File: src/common/mem_pkg.sv
package mem_pkg;

    localparam int ADDR_W = 32;
    localparam int DATA_W = 32;
    localparam int STRB_W = 4;

    localparam int MEM_WORDS_LOG2 = 10; // 4 KiB from address 0

    localparam logic [1:0] RESP_OKAY   = 2'd0;
    localparam logic [1:0] RESP_SLVERR = 2'd2;

    localparam logic [7:0] LFSR_SEED = 8'h01;

    // indexed by lfsr[7:6]
    localparam logic [7:0] DELAY_0 = 8'd5;
    localparam logic [7:0] DELAY_1 = 8'd10;
    localparam logic [7:0] DELAY_2 = 8'd20;
    localparam logic [7:0] DELAY_3 = 8'd15;

endpackage

File: src/design/fetch_port.sv
module fetch_port (
    input  logic                       clk,
    input  logic                       rst,

    input  logic                       fetch_req,
    input  logic [mem_pkg::ADDR_W-1:0] fetch_pc,
    output logic                       fetch_done,
    output logic [mem_pkg::DATA_W-1:0] fetch_inst,
    output logic                       fetch_err,

    output logic [mem_pkg::ADDR_W-1:0] f_araddr,
    output logic                       f_arvalid,
    input  logic                       f_arready,
    input  logic [mem_pkg::DATA_W-1:0] f_rdata,
    input  logic [1:0]                 f_rresp,
    input  logic                       f_rvalid,
    output logic                       f_rready
);

    logic waiting; // address taken, data still to come
    logic start;

    // idle means neither address nor wait phase
    assign start    = fetch_req && !f_arvalid && !waiting && !fetch_done;
    assign f_rready = waiting;

    always_ff @(posedge clk or posedge rst) begin
        if (rst) begin
            f_arvalid  <= 1'b0;
            waiting    <= 1'b0;
            fetch_done <= 1'b0;
            fetch_err  <= 1'b0;
        end else begin
            fetch_done <= 1'b0;
            if (start) begin
                f_arvalid <= 1'b1;
            end
            if (f_arvalid && f_arready) begin
                f_arvalid <= 1'b0;
                waiting   <= 1'b1;
            end
            if (f_rvalid && f_rready) begin
                waiting    <= 1'b0;
                fetch_done <= 1'b1;
                fetch_err  <= (f_rresp != mem_pkg::RESP_OKAY);
            end
        end
    end

    always_ff @(posedge clk) begin
        if (start) begin
            f_araddr <= {fetch_pc[mem_pkg::ADDR_W-1:2], 2'b00}; // word aligned
        end
        if (f_rvalid && f_rready) begin
            fetch_inst <= f_rdata;
        end
    end

endmodule

File: config.mk
export PLATFORM = sky130hd
export DESIGN_NAME = fetch_port
export DESIGN_NICKNAME = d
export VERILOG_FILES = /design/src/common/mem_pkg.sv /design/src/design/fetch_port.sv
export SDC_FILE = /design/constraint.sdc
export NUM_CORES = 1
export LEC_CHECK = 0
export BUFFER_PORTS_ARGS = -buffer_cell sky130_fd_sc_hd__buf_2
export CAP_MARGIN = 10
export CORE_MARGIN = 5
export CORE_UTILIZATION = 44
export CTS_CLUSTER_DIAMETER = 120
export DETAILED_ROUTE_END_ITERATION = 16
export PLACE_DENSITY = 0.82
export SYNTH_ARGS = -nofsm -noshare
export SYNTH_HDL_FRONTEND = slang
export SYNTH_SLANG_ARGS = --single-unit
export TNS_END_PERCENT = 30
File: constraint.sdc
create_clock -name clk -period 4.45 [get_ports clk]
set_input_delay 1.1125 -clock clk [delete_from_list [all_inputs] [get_ports clk]]
set_output_delay 1.1125 -clock clk [all_outputs]
set_load 0.005 [all_outputs]
==> results.tsv, run 1 <==
stage	metric	value	unit
timing	fmax	0.4901	GHz
timing	pins over their slew limit	0	
pwr	switch share	23.12	%
cells_and_area	Antenna diodes	0	
cells_and_area	ratio of cells with drive above 1 in the final layout	64.19	%
placed_design	placed cell count	265	
setup_path	worst path bufs/invs	1	
cts	hold buffer count at cts	0	
pwr	VDD IR max	0.0003088	V
route	antenna viol nets, final	0	
cts	clock sinks	66	
route	vias	1280	
min_path	Hold Crit Start	fetch_err$_DFFE_PP0P_	
timing	RSZ-0062 raised after global routing	false	
timing	headroom to the max-slew limit	51.67	%
timing	Setup TNS	0	ps
timing	Worst Max-Slew Pin Slew	724.9	ps
pwr	Clk pwr share	29.0	%
route	wire per inst	15.78	um
yosys	Ys Warns	0	
setup_path	CP top delay family	flip-flops	
setup_path	Critical Path Max Stage Delay	460	ps
timing	fin crit share	45.86	%
timing	setup violators final	0	
cts	Max clock buf depth	2	
cells_and_area	Fill cells	322	
cts	# Post-CTS Setup Buffers	0	
setup_path	Crit-path slowest cell	dfrtp_1	
floorplanning	Rows	24	
global_route	GR Util All Layers	15.17	%
cts	CTS tree	yes	
timing	Final Skew	4.102	ps
setup_path	CP Capture Type	output port	
cts	PostCTS Resize Cnt	0	
min_path	Hold Path Stages	2	
route	Post-route DRC	0	
cells_and_area	multi-input logic area	73.82	um^2
floorplanning	Die ar.	6113	um^2
cells_and_area	area grow syn2layout	44.83	%
floorplanning	Die Y	78.19	um
cts	Clock transition at path regs	60	ps
yosys	post-synth top area share	91.01	%
outcome	status	completed	
setup_path	r2r startpoint	f_rready$_DFFE_PP0P_	
pwr	Pwr per Cell Area	514.5	nW/um^2
yosys	synth top area cells	edfxtp_1 91%, dfrtp_1 4.9%, buf_4 0.73%	
pwr	Pleak	0.001292	uW
pwr	Flop pwr share	56.1	%
flow_run	Max-cap violations	0	
cts	clk_lat worst skew	310	ps
pwr	P_sw	352.4	uW
cells_and_area	Nets	295	
cells_and_area	Final Non-Filler Cells	281	
global_route	gr ovfl total	0	
yosys	Synth Cell Area	2046	um^2
floorplanning	Top Ports	139	
route	Detailed Route WL	4435	um
yosys	Post-Syn Area per Cell	25.90	um^2
global_route	initial antenna violation count	0	
floorplanning	effective utilization at floorplan	46.03	%
setup_path	critical path class	reg2out	
setup_path	r2r worst-path depth	1	
global_route	number of global-route vias before repair	1433	
yosys	register area share after synthesis	95.90	%
pwr	Comb pwr share	14.8	%
cts	root buf cell	clkbuf_8	
yosys	Synth area leader	edfxtp_1	
min_path	worst min path class	reg2reg	
pwr	Pint	1172	uW
setup_path	reg2reg end	fetch_inst[11]$_DFFE_PP_	
timing	final worst path period need	2041	ps
route	vias per std cell	4.555	
cts	CTS H-tree depth	3	
global_route	first-pass GRT wire length	6844	um
floorplanning	DIE WIDTH	78.19	um
setup_path	CP Data Arrival Time	930	ps
cells_and_area	Reg area	1962	um^2
cts	CTS Buf Count	9	
min_path	WHS Endpoint	fetch_err$_DFFE_PP0P_	
floorplanning	Core Area	4444	um^2
timing	final hold vios	0	
global_route	pin count of the biggest net entering global routing	35	
setup_path	reg-to-reg setup timing slack	2930	ps
setup_path	Critical Path Fanout Max	5	
setup_path	Worst Path Required	3340	ps
route	starting DRC count in detailed routing	51	
route	Pre-Repair DR Iteration Count	4	
yosys	Syn Inst Count	79	
yosys	flops & latches, synth	66	
yosys	Cell variety after synth	12	
setup_path	critical path, cell by cell	buf_2	
placed_design	port bufs	134	
setup_path	Worst setup SP type	flip-flop	
placed_design	Routability Congestion	0.7213	
-- power by group through the flow --
stage	registers (uW)	clock network (uW)	logic, uW
4_1_cts	858	456	232
5_1_grt	867	490	250
3_5_place_dp	870	0	231
2_1_floorplan	884	0	61.1
6_report	856	443	226
3_3_place_gp	864	0	224
-- cells in the final DEF, fill, tap and decap left out --
| cell type | synthesis | final |
|---|---|---|
| a21o_1 | 1 | 1 |
| a21oi_1 | 2 | 2 |
| edfxtp_1 | 62 | 62 |
| inv_1 | 2 | 2 |
| buf_4 | 2 | 1 |
| nor2_1 | 1 | 1 |
| clkbuf_1 | 0 | 2 |
| dfrtp_1 | 4 | 4 |
| clkbuf_8 | 0 | 9 |
| bufinv_16 | 0 | 1 |
| nor4b_4 | 0 | 1 |
| clkinv_1 | 0 | 4 |
| buf_2 | 0 | 134 |
| and2_2 | 1 | 1 |
| mux2i_1 | 1 | 1 |
| nand2_1 | 1 | 1 |
| conb_1 | 1 | 2 |
-- metrics by stage --
| step | instance area [um^2] | hold WS [ps] | utilization, % | worst slack [ps] | total power [uW] |
|---|---|---|---|---|---|
| final | 2963 | 550.1 | 66.67 | 2409 | 1524 |
| after global routing | 2963 | 603.9 | 66.67 | 2353 | 1607 |
| after CTS | 2963 | 571.2 | 66.67 | 2382 | 1545 |
| after detailed placement | 2786 | 557.0 | 62.70 | 2193 | 1101 |
| after global placement | 2786 | 503.4 | 62.70 | 2220 | 1087 |
| after floorplan | 2049 | 517.1 | - | 1143 | 944.7 |
-- routing by layer --
| metal | GRT usage (%) | wire length (um) | up-vias |
|---|---|---|---|
| li1 | - | - | 595 |
| met1 | 14.91 | 1483 | 572 |
| met4 | 8.392 | 46 | 0 |
| met3 | 8.352 | 797 | 4 |
| met2 | 25.43 | 2108 | 109 |
| met5 | 0 | 0 | - |
-- worst max path at each step --
stage	slack [ps]	cells past startpoint	to	startpoint
after floorplan	1140	1	f_araddr[10]$_DFFE_PP_	fetch_req
after global placement	2220	2	fetch_inst[23]$_DFFE_PP_	f_rvalid
after detailed placement	2190	2	fetch_inst[26]$_DFFE_PP_	f_rvalid
after CTS	2380	1	f_rready	f_rready$_DFFE_PP0P_
after global routing	2350	1	f_rready	f_rready$_DFFE_PP0P_
final	2410	1	f_rready	f_rready$_DFFE_PP0P_
-- kinds of logic (layout without fill, tap and decap cells) --
| group | Yosys count | after routing | synth area share (%) |
|---|---|---|---|
| AO/OA/AOI/OAI | 3 | 3 | 0.8564 |
| buffers and inverters | 4 | 153 | 1.101 |
| flip-flops | 66 | 66 | 95.90 |
| multiplexers | 1 | 1 | 0.4893 |
| other | 1 | 2 | 0.1833 |
| AND/OR/NAND/NOR | 4 | 4 | 1.467 |
-- cells in the mapped netlist --
library cell and number:
mux2i_1 1, buf_4 2, a21o_1 1, conb_1 1, nand2_1 1, edfxtp_1 62, and2_2 1, nor2_1 1
dfrtp_1 4, a21oi_1 2, inv_1 2, nor4b_2 1
-- sequential cells by signal, summed over array words and instances (netlist names) --
| register | count |
|---|---|
| f_arvalid | 1 |
| f_araddr | 30 |
| fetch_err | 1 |
| f_rready | 1 |
| fetch_inst | 32 |
| fetch_done | 1 |
-- layout make-up --
class	count	share of cell area, %
clock buffers	11	4.434
clock inverters	5	1.520
inverters	2	0.2534
multi-input cells	10	2.492
flip-flops and latches	66	66.22
well taps	52	2.196
repair buffers	135	22.89
(Power assumes the default switching activity.)
==> inputs of run 2 (changes only) <==
Settings changed: ABC_AREA set to 1, CORE_UTILIZATION 44 to 37, PLACE_DENSITY 0.82 to 0.73.
Clock period 4.45 ns to 1.8 ns, I/O delays scaled along.
==> run 2 against run 1 <==
Effect of this change:
- utilization fell by 11 points
- synthesized cell count up 11%
- global-route usage down 2.4 points
- clock power is 130% higher
- sequential share of layout area decreased by 1.3 points
- combinational power rose to 2.9 times the previous value
- largest cell class unchanged
==> results.tsv, run 2 <==
stage	metric	value	unit	change
global_route	pin count of the biggest net entering global routing	33		-5.7%
setup_path	Critical Path Max Stage Delay	410	ps	-50 ps
yosys	Cell variety after synth	9		-3
global_route	gr ovfl total	0		unchanged
setup_path	Crit-path slowest cell	dfrtp_1		
timing	Setup TNS	0	ps	unchanged
floorplanning	Rows	27		+13%
yosys	Syn Inst Count	88		+11%
setup_path	r2r worst-path depth	4		+3
yosys	asr flop ratio synth	6.061	%	unchanged
setup_path	critical path, cell by cell	buf_2		
setup_path	CP Data Arrival Time	880	ps	-50 ps
timing	Final Skew	5.079	ps	+0.9769 ps
global_route	initial antenna violation count	0		unchanged
min_path	Hold Crit Start	fetch_pc[28]		
floorplanning	Top Ports	139		unchanged
setup_path	reg-to-reg setup timing slack	590	ps	-2340 ps
cts	# Post-CTS Setup Buffers	0		unchanged
setup_path	Worst setup SP type	flip-flop		
yosys	Synth area leader	edfxtp_1		
cells_and_area	Largest register FFs	32		unchanged
cells_and_area	multi-input logic area	56.30	um^2	-24%
timing	fmax	0.7521	GHz	
placed_design	Routability Congestion	0.7292		+1.1%
yosys	Post-Syn Area per Cell	23.36	um^2	-9.8%
flow_run	Max-cap violations	0		unchanged
cells_and_area	commonest non-fill, non-tap cell in the layout	buf_2		
yosys	flops & latches, synth	66		unchanged
timing	final hold vios	0		unchanged
cts	clock sinks	66		unchanged
floorplanning	DIE WIDTH	84.54	um	+8.1%
setup_path	Critical Path Fanout Max	4		-1
yosys	register area share after synthesis	95.44	%	-0.47 points
cells_and_area	Reg area	1962	um^2	unchanged
route	vias per std cell	4.192		-8.0%
timing	final worst path period need	1330	ps	
yosys	Synth Area in Compound Gates	0.2435	%	-0.61 points
cells_and_area	Nets	306		+3.7%
yosys	synth top area cells	edfxtp_1 91%, dfrtp_1 4.9%, inv_1 1.3%		
yosys	Ys Warns	0		unchanged
setup_path	worst path bufs/invs	1		unchanged
timing	fin crit share	73.87	%	
cts	CTS tree	yes		
min_path	WHS Endpoint	f_araddr[28]$_DFFE_PP_		
yosys	Synth Area in Adders	0	%	unchanged
cells_and_area	Fill cells	465		+44%
setup_path	CP Capture Type	output port		
cells_and_area	Reg with most FFs	fetch_inst		
cells_and_area	ratio of cells with drive above 1 in the final layout	62.92	%	-1.3 points
yosys	top_reg_cell synth	edfxtp_1		
cells_and_area	biggest regs	fetch_inst (32), f_araddr (30)		
global_route	number of global-route vias before repair	1342		-6.4%
route	wire per inst	13.85	um	-12%
pwr	Pwr Total	3809	uW	+150%
setup_path	reg2reg end	f_araddr[7]$_DFFE_PP_		
route	Detailed Route WL	4320	um	-2.6%
cts	CTS Buf Count	9		unchanged
yosys	post-synth top area share	90.57	%	-0.44 points
timing	setup violators final	0		unchanged
placed_design	port bufs	134		unchanged
route	antenna viol nets, final	0		unchanged
cells_and_area	Antenna diodes	0		unchanged
yosys	XOR/XNOR Fraction of Synth Area	0	%	unchanged
pwr	Pwr per Cell Area	1261	nW/um^2	+150%
cells_and_area	most frequent cells in the layout	134 x buf_2, 62 x edfxtp_1, 10 x clkbuf_8		
setup_path	Worst Path Required	1350	ps	-1990 ps
yosys	main combinational cell family by area after synthesis	simple AND/OR/NAND/NOR gates		
min_path	worst min path class	in2reg		
timing	RSZ-0062 raised after global routing	false		
yosys	mux contribution to synthesized area	0	%	-0.49 points
cts	root buf cell	clkbuf_8		
pwr	Pleak	0.001346	uW	+4.2%
route	vias	1308		+2.2%
pwr	VDD IR max	0.0007518	V	+140%
setup_path	CP top delay family	flip-flops		
setup_path	r2r startpoint	f_rready$_DFFE_PP0P_		
yosys	Post-synth EDFFs	62		unchanged
floorplanning	Die Y	84.54	um	+8.1%
yosys	top cells by count, synth	62 x edfxtp_1, 7 x inv_1, 7 x nand2_1		
floorplanning	Die ar.	7147	um^2	+17%
cts	clk_lat worst skew	330	ps	+20 ps
route	Post-route DRC	0		unchanged
cts	CTS H-tree depth	3		unchanged
cts	Clock transition at path regs	70	ps	about the same
min_path	Hold Path Stages	1		-1
route	starting DRC count in detailed routing	57		+12%
global_route	GR Util All Layers	12.72	%	-2.4 points
outcome	status	completed		
yosys	Synth Cell Area	2056	um^2	+0.49%
floorplanning	effective utilization at floorplan	37.80	%	-8.2 points
setup_path	critical path class	reg2out		
yosys	simple-gate share of the synthesized area	2.130	%	+0.66 points
global_route	first-pass GRT wire length	6617	um	-3.3%
floorplanning	Core Area	5439	um^2	+22%
timing	pins over their slew limit	0		unchanged
cells_and_area	area grow syn2layout	46.93	%	
yosys	count leader, synth	edfxtp_1		
cts	Max clock buf depth	2		unchanged
route	Pre-Repair DR Iteration Count	4		unchanged
run 2: cell types whose count changed after synthesis, sizes merged, moves of 2 or more:
| cell | before | now |
|---|---|---|
| nand2 | 1 | 8 |
| inv | 2 | 7 |
| a21oi | 2 | 0 |
| nor2 | 1 | 3 |
run 2: area by class of cell:
cell class,instances,share of cell area [%]
tap,72,2.983
inverter,7,0.8699
timing repair buffer,137,23.86
multi-input combinational,14,1.864
clock inverter,4,0.6628
clock buffer,12,4.805
sequential,66,64.95
run 2: where the power goes:
part / total (uW) / internal, uW / switching (uW)
clock: 1030 / 528 / 501
combinational: 655 / 300 / 355
sequential: 2120 / 2050 / 77.3
run 2: what timing repair did:
action / 4_1_cts / 5_1_grt
resized for setup: 0 / 0
endpoints found under the hold margin: 4 / 0
hold buffers: 1 / 0
run 2: worst max-delay path by stage:
stage / start / endpoint / slack, ps / cells past startpoint
2_1_floorplan: fetch_req / f_araddr[10]$_DFFE_PP_ / 210 / 4
3_3_place_gp: fetch_req / f_araddr[5]$_DFFE_PP_ / 490 / 6
3_5_place_dp: fetch_req / f_araddr[27]$_DFFE_PP_ / 460 / 6
4_1_cts: f_rready$_DFFE_PP0P_ / f_rready / 440 / 1
5_1_grt: f_rready$_DFFE_PP0P_ / f_rready / 420 / 1
6_report: f_rready$_DFFE_PP0P_ / f_rready / 470 / 1
run 2: cell families after synthesis:
family | Yosys count
DFF | 66
and+or+nand+nor | 11
buffers and inverters | 9
AOI/OAI and AO/OA | 1
other | 1
run 2: metal layers:
metal / vias up / global-route usage [%] / routed length, um
met2: 107 / 17.51 / 1826
met5: - / 0 / 0
met3: 9 / 10.21 / 925
met4: 0 / 8.633 / 127
met1: 579 / 13.04 / 1440
li1: 613 / - / -
run 2: stage by stage:
stage / std cells / hold WS, ps / area, um^2 / setup slack, ps / util, %
2_1_floorplan: 89 / 216.1 / 2059 / 209.4 / -
3_3_place_gp: 295 / 334.1 / 2845 / 494.1 / 52.31
3_5_place_dp: 295 / 336.4 / 2845 / 455.9 / 52.31
4_1_cts: 312 / 270.6 / 3020 / 443.4 / 55.53
5_1_grt: 312 / 266.4 / 3020 / 416.7 / 55.53
6_report: 312 / 292.9 / 3020 / 470.3 / 55.53
==> inputs of run 3 (changes only) <==
Settings changed: ABC_AREA 1 to 0, CORE_UTILIZATION 37 to 36, PLACE_DENSITY 0.73 to 0.72.
Clock period 1.8 ns to 1.2 ns, I/O delays scaled along.
==> run 3 against run 2 <==
Effect of this change:
- the flow now finishes with violations (negative setup slack)
- utilization rose by 0.91 points
- via count fell by 2.4%
- final area grew 2.9%
- first-iteration DRC count is 37% lower
- sequential share of layout area fell by 1.8 points
- wire length rose by 8.5%
- final cell count down 2.2%
- critical endpoint is now f_araddr[7]$_DFFE_PP_
==> results.tsv, run 3 (same netlist as run 1, synthesis figures left out) <==
stage	metric	value	unit	change
cells_and_area	ratio of cells with drive above 1 in the final layout	66.52	%	+3.6 points
setup_path	reg2reg end	f_araddr[7]$_DFFE_PP_		
min_path	Hold Path Stages	1		unchanged
cts	CTS tree	yes		
floorplanning	Die Y	85.38	um	+0.99%
setup_path	reg-to-reg setup timing slack	-100	ps	-690 ps
route	wire per inst	15.36	um	+11%
pwr	VDD IR max	0.0007681	V	+2.2%
placed_design	Routability Congestion	0.7670		+5.2%
min_path	worst min path class	in2reg		
outcome	status	finished, violations left		
timing	Setup TNS	-3094	ps	-3094 ps
cells_and_area	biggest regs	fetch_inst (32), f_araddr (30)		
cells_and_area	post-route core utilization	56.44	%	+0.91 points
flow_run	Max-cap violations	0		unchanged
placed_design	Post-Place Setup Slack	-83.49	ps	-539.4 ps
timing	Final Skew	4.325	ps	-0.7536 ps
cts	# Post-CTS Setup Buffers	0		unchanged
timing	fin crit share	108.6	%	
placed_design	port bufs	134		unchanged
route	vias per std cell	4.187		-0.13%
timing	final worst path period need	1304	ps	
floorplanning	effective utilization at floorplan	37.15	%	-0.65 points
setup_path	CP Data Arrival Time	1330	ps	+450 ps
setup_path	r2r worst-path depth	2		-2
cts	clock sinks	66		unchanged
global_route	pin count of the biggest net entering global routing	32		-3.0%
timing	final worst slack	-103.7	ps	-574.0 ps
floorplanning	Die ar.	7290	um^2	+2.0%
cells_and_area	most frequent cells in the layout	132 x buf_2, 62 x edfxtp_1, 9 x clkbuf_8		
cells_and_area	Fill cells	456		-1.9%
cts	clk_lat worst skew	320	ps	about the same
setup_path	Critical Path Max Stage Delay	420	ps	about the same
cts	CTS Buf Count	9		unchanged
setup_path	Worst setup SP type	flip-flop		
route	vias	1277		-2.4%
global_route	initial antenna violation count	0		unchanged
floorplanning	Rows	27		unchanged
route	Pre-Repair DR Iteration Count	3		-1
cells_and_area	commonest non-fill, non-tap cell in the layout	buf_2		
placed_design	placed cell count	288		-2.4%
cts	CTS H-tree depth	3		unchanged
timing	pins over their slew limit	0		unchanged
setup_path	r2r startpoint	f_arvalid$_DFFE_PP0P_		
cells_and_area	area grow syn2layout	51.93	%	
min_path	WHS Endpoint	f_araddr[15]$_DFFE_PP_		
outcome	failing checks	negative setup slack		
setup_path	CP Capture Type	flip-flop		
setup_path	Crit-path slowest cell	dfrtp_1		
global_route	first-pass GRT wire length	7079	um	+7.0%
cells_and_area	Largest register FFs	32		unchanged
floorplanning	Top Ports	139		unchanged
setup_path	CP top delay family	flip-flops		
cells_and_area	Reg with most FFs	fetch_inst		
cells_and_area	Nets	299		-2.3%
pwr	Pwr per Cell Area	1966	nW/um^2	+56%
timing	setup violators final	32		+32
cells_and_area	Final Non-Filler Cells	305		-2.2%
timing	final hold vios	0		unchanged
placed_design	hpwl dp	3735	um	
min_path	Hold Crit Start	fetch_pc[15]		
global_route	gr ovfl total	0		unchanged
route	Detailed Route WL	4686	um	+8.5%
cts	Clock transition at path regs	70	ps	about the same
setup_path	Critical Path Fanout Max	31		+27
setup_path	worst path bufs/invs	1		unchanged
pwr	Pleak	0.001341	uW	-0.38%
cts	Max clock buf depth	2		unchanged
cts	root buf cell	clkbuf_8		
timing	RSZ-0062 raised after global routing	true		
setup_path	Worst Path Required	1230	ps	-120 ps
route	starting DRC count in detailed routing	36		-37%
global_route	GR Util All Layers	13.45	%	+0.73 points
route	antenna viol nets, final	0		unchanged
timing	fmax	0.7671	GHz	
setup_path	critical path class	reg2reg		
cells_and_area	Antenna diodes	0		unchanged
floorplanning	DIE WIDTH	85.38	um	+0.99%
global_route	number of global-route vias before repair	1394		+3.9%
route	Post-route DRC	0		unchanged
setup_path	critical path, cell by cell	nor4b_4 -> buf_12		
floorplanning	Core Area	5507	um^2	+1.2%
run 3: what timing repair did:
| item | 4_1_cts | 5_1_grt |
|---|---|---|
| gates resized for setup | 4 | 0 |
| endpoints found under the setup margin | 33 | 38 |
| hold buffers | 1 | 0 |
| endpoints found under the hold margin | 4 | 0 |
run 3: per-layer routing:
metal,wire length [um],share of wire (%),GRT usage (%),up-vias
met5,0,0,0,-
met4,121,2.6,7.770,0
met3,701,15,6.505,10
met2,2140,46,20.34,93
met1,1723,37,15.53,575
li1,-,-,-,599
run 3: power breakdown:
| group | internal, uW | switching, uW | leakage (uW) |
|---|---|---|---|
| clock network | 1160 | 765 | 0.000104 |
| registers | 3030 | 142 | 0.000621 |
| logic | 525 | 489 | 0.000616 |
run 3: cell type report:
type	instances	area (um^2)	share of cell area [%]
inverters	2	7.507	0.2415
multi-input cells	10	73.82	2.375
clock buffers	10	127.6	4.106
repair buffers	139	764.5	24.60
well taps	72	90.09	2.899
flip-flops and latches	66	1963	63.16
clock inverters	6	81.33	2.617
run 3: worst max path at each step:
stage | start | slack [ps] | depth (start not counted) | to
6_report | f_arvalid$_DFFE_PP0P_ | -100 | 2 | f_araddr[7]$_DFFE_PP_
3_3_place_gp | f_arvalid$_DFFE_PP0P_ | -50 | 2 | f_araddr[14]$_DFFE_PP_
2_1_floorplan | f_arvalid$_DFFE_PP0P_ | -780 | 1 | f_araddr[10]$_DFFE_PP_
5_1_grt | f_arvalid$_DFFE_PP0P_ | -150 | 2 | f_araddr[7]$_DFFE_PP_
4_1_cts | f_arvalid$_DFFE_PP0P_ | -110 | 2 | f_arvalid
3_5_place_dp | f_arvalid$_DFFE_PP0P_ | -80 | 2 | f_araddr[10]$_DFFE_PP_
run 3: worst register-to-register path: cells and delay by family, from the launching register on:
| family | cells | cell delay (ps) |
|---|---|---|
| flops | 1 | 420 |
| simple gates | 1 | 340 |
| buf+inv | 1 | 230 |
run 3: through the flow:
stage / area, um^2 / total power, uW / hold WS (ps)
floorplan: 2058 / 3518 / 66.08
global placement: 2872 / 4168 / 180.2
detailed placement: 2872 / 4209 / 184.4
CTS: 3108 / 6212 / 123.4
global route: 3108 / 6441 / 117.9
finish: 3108 / 6109 / 145.0
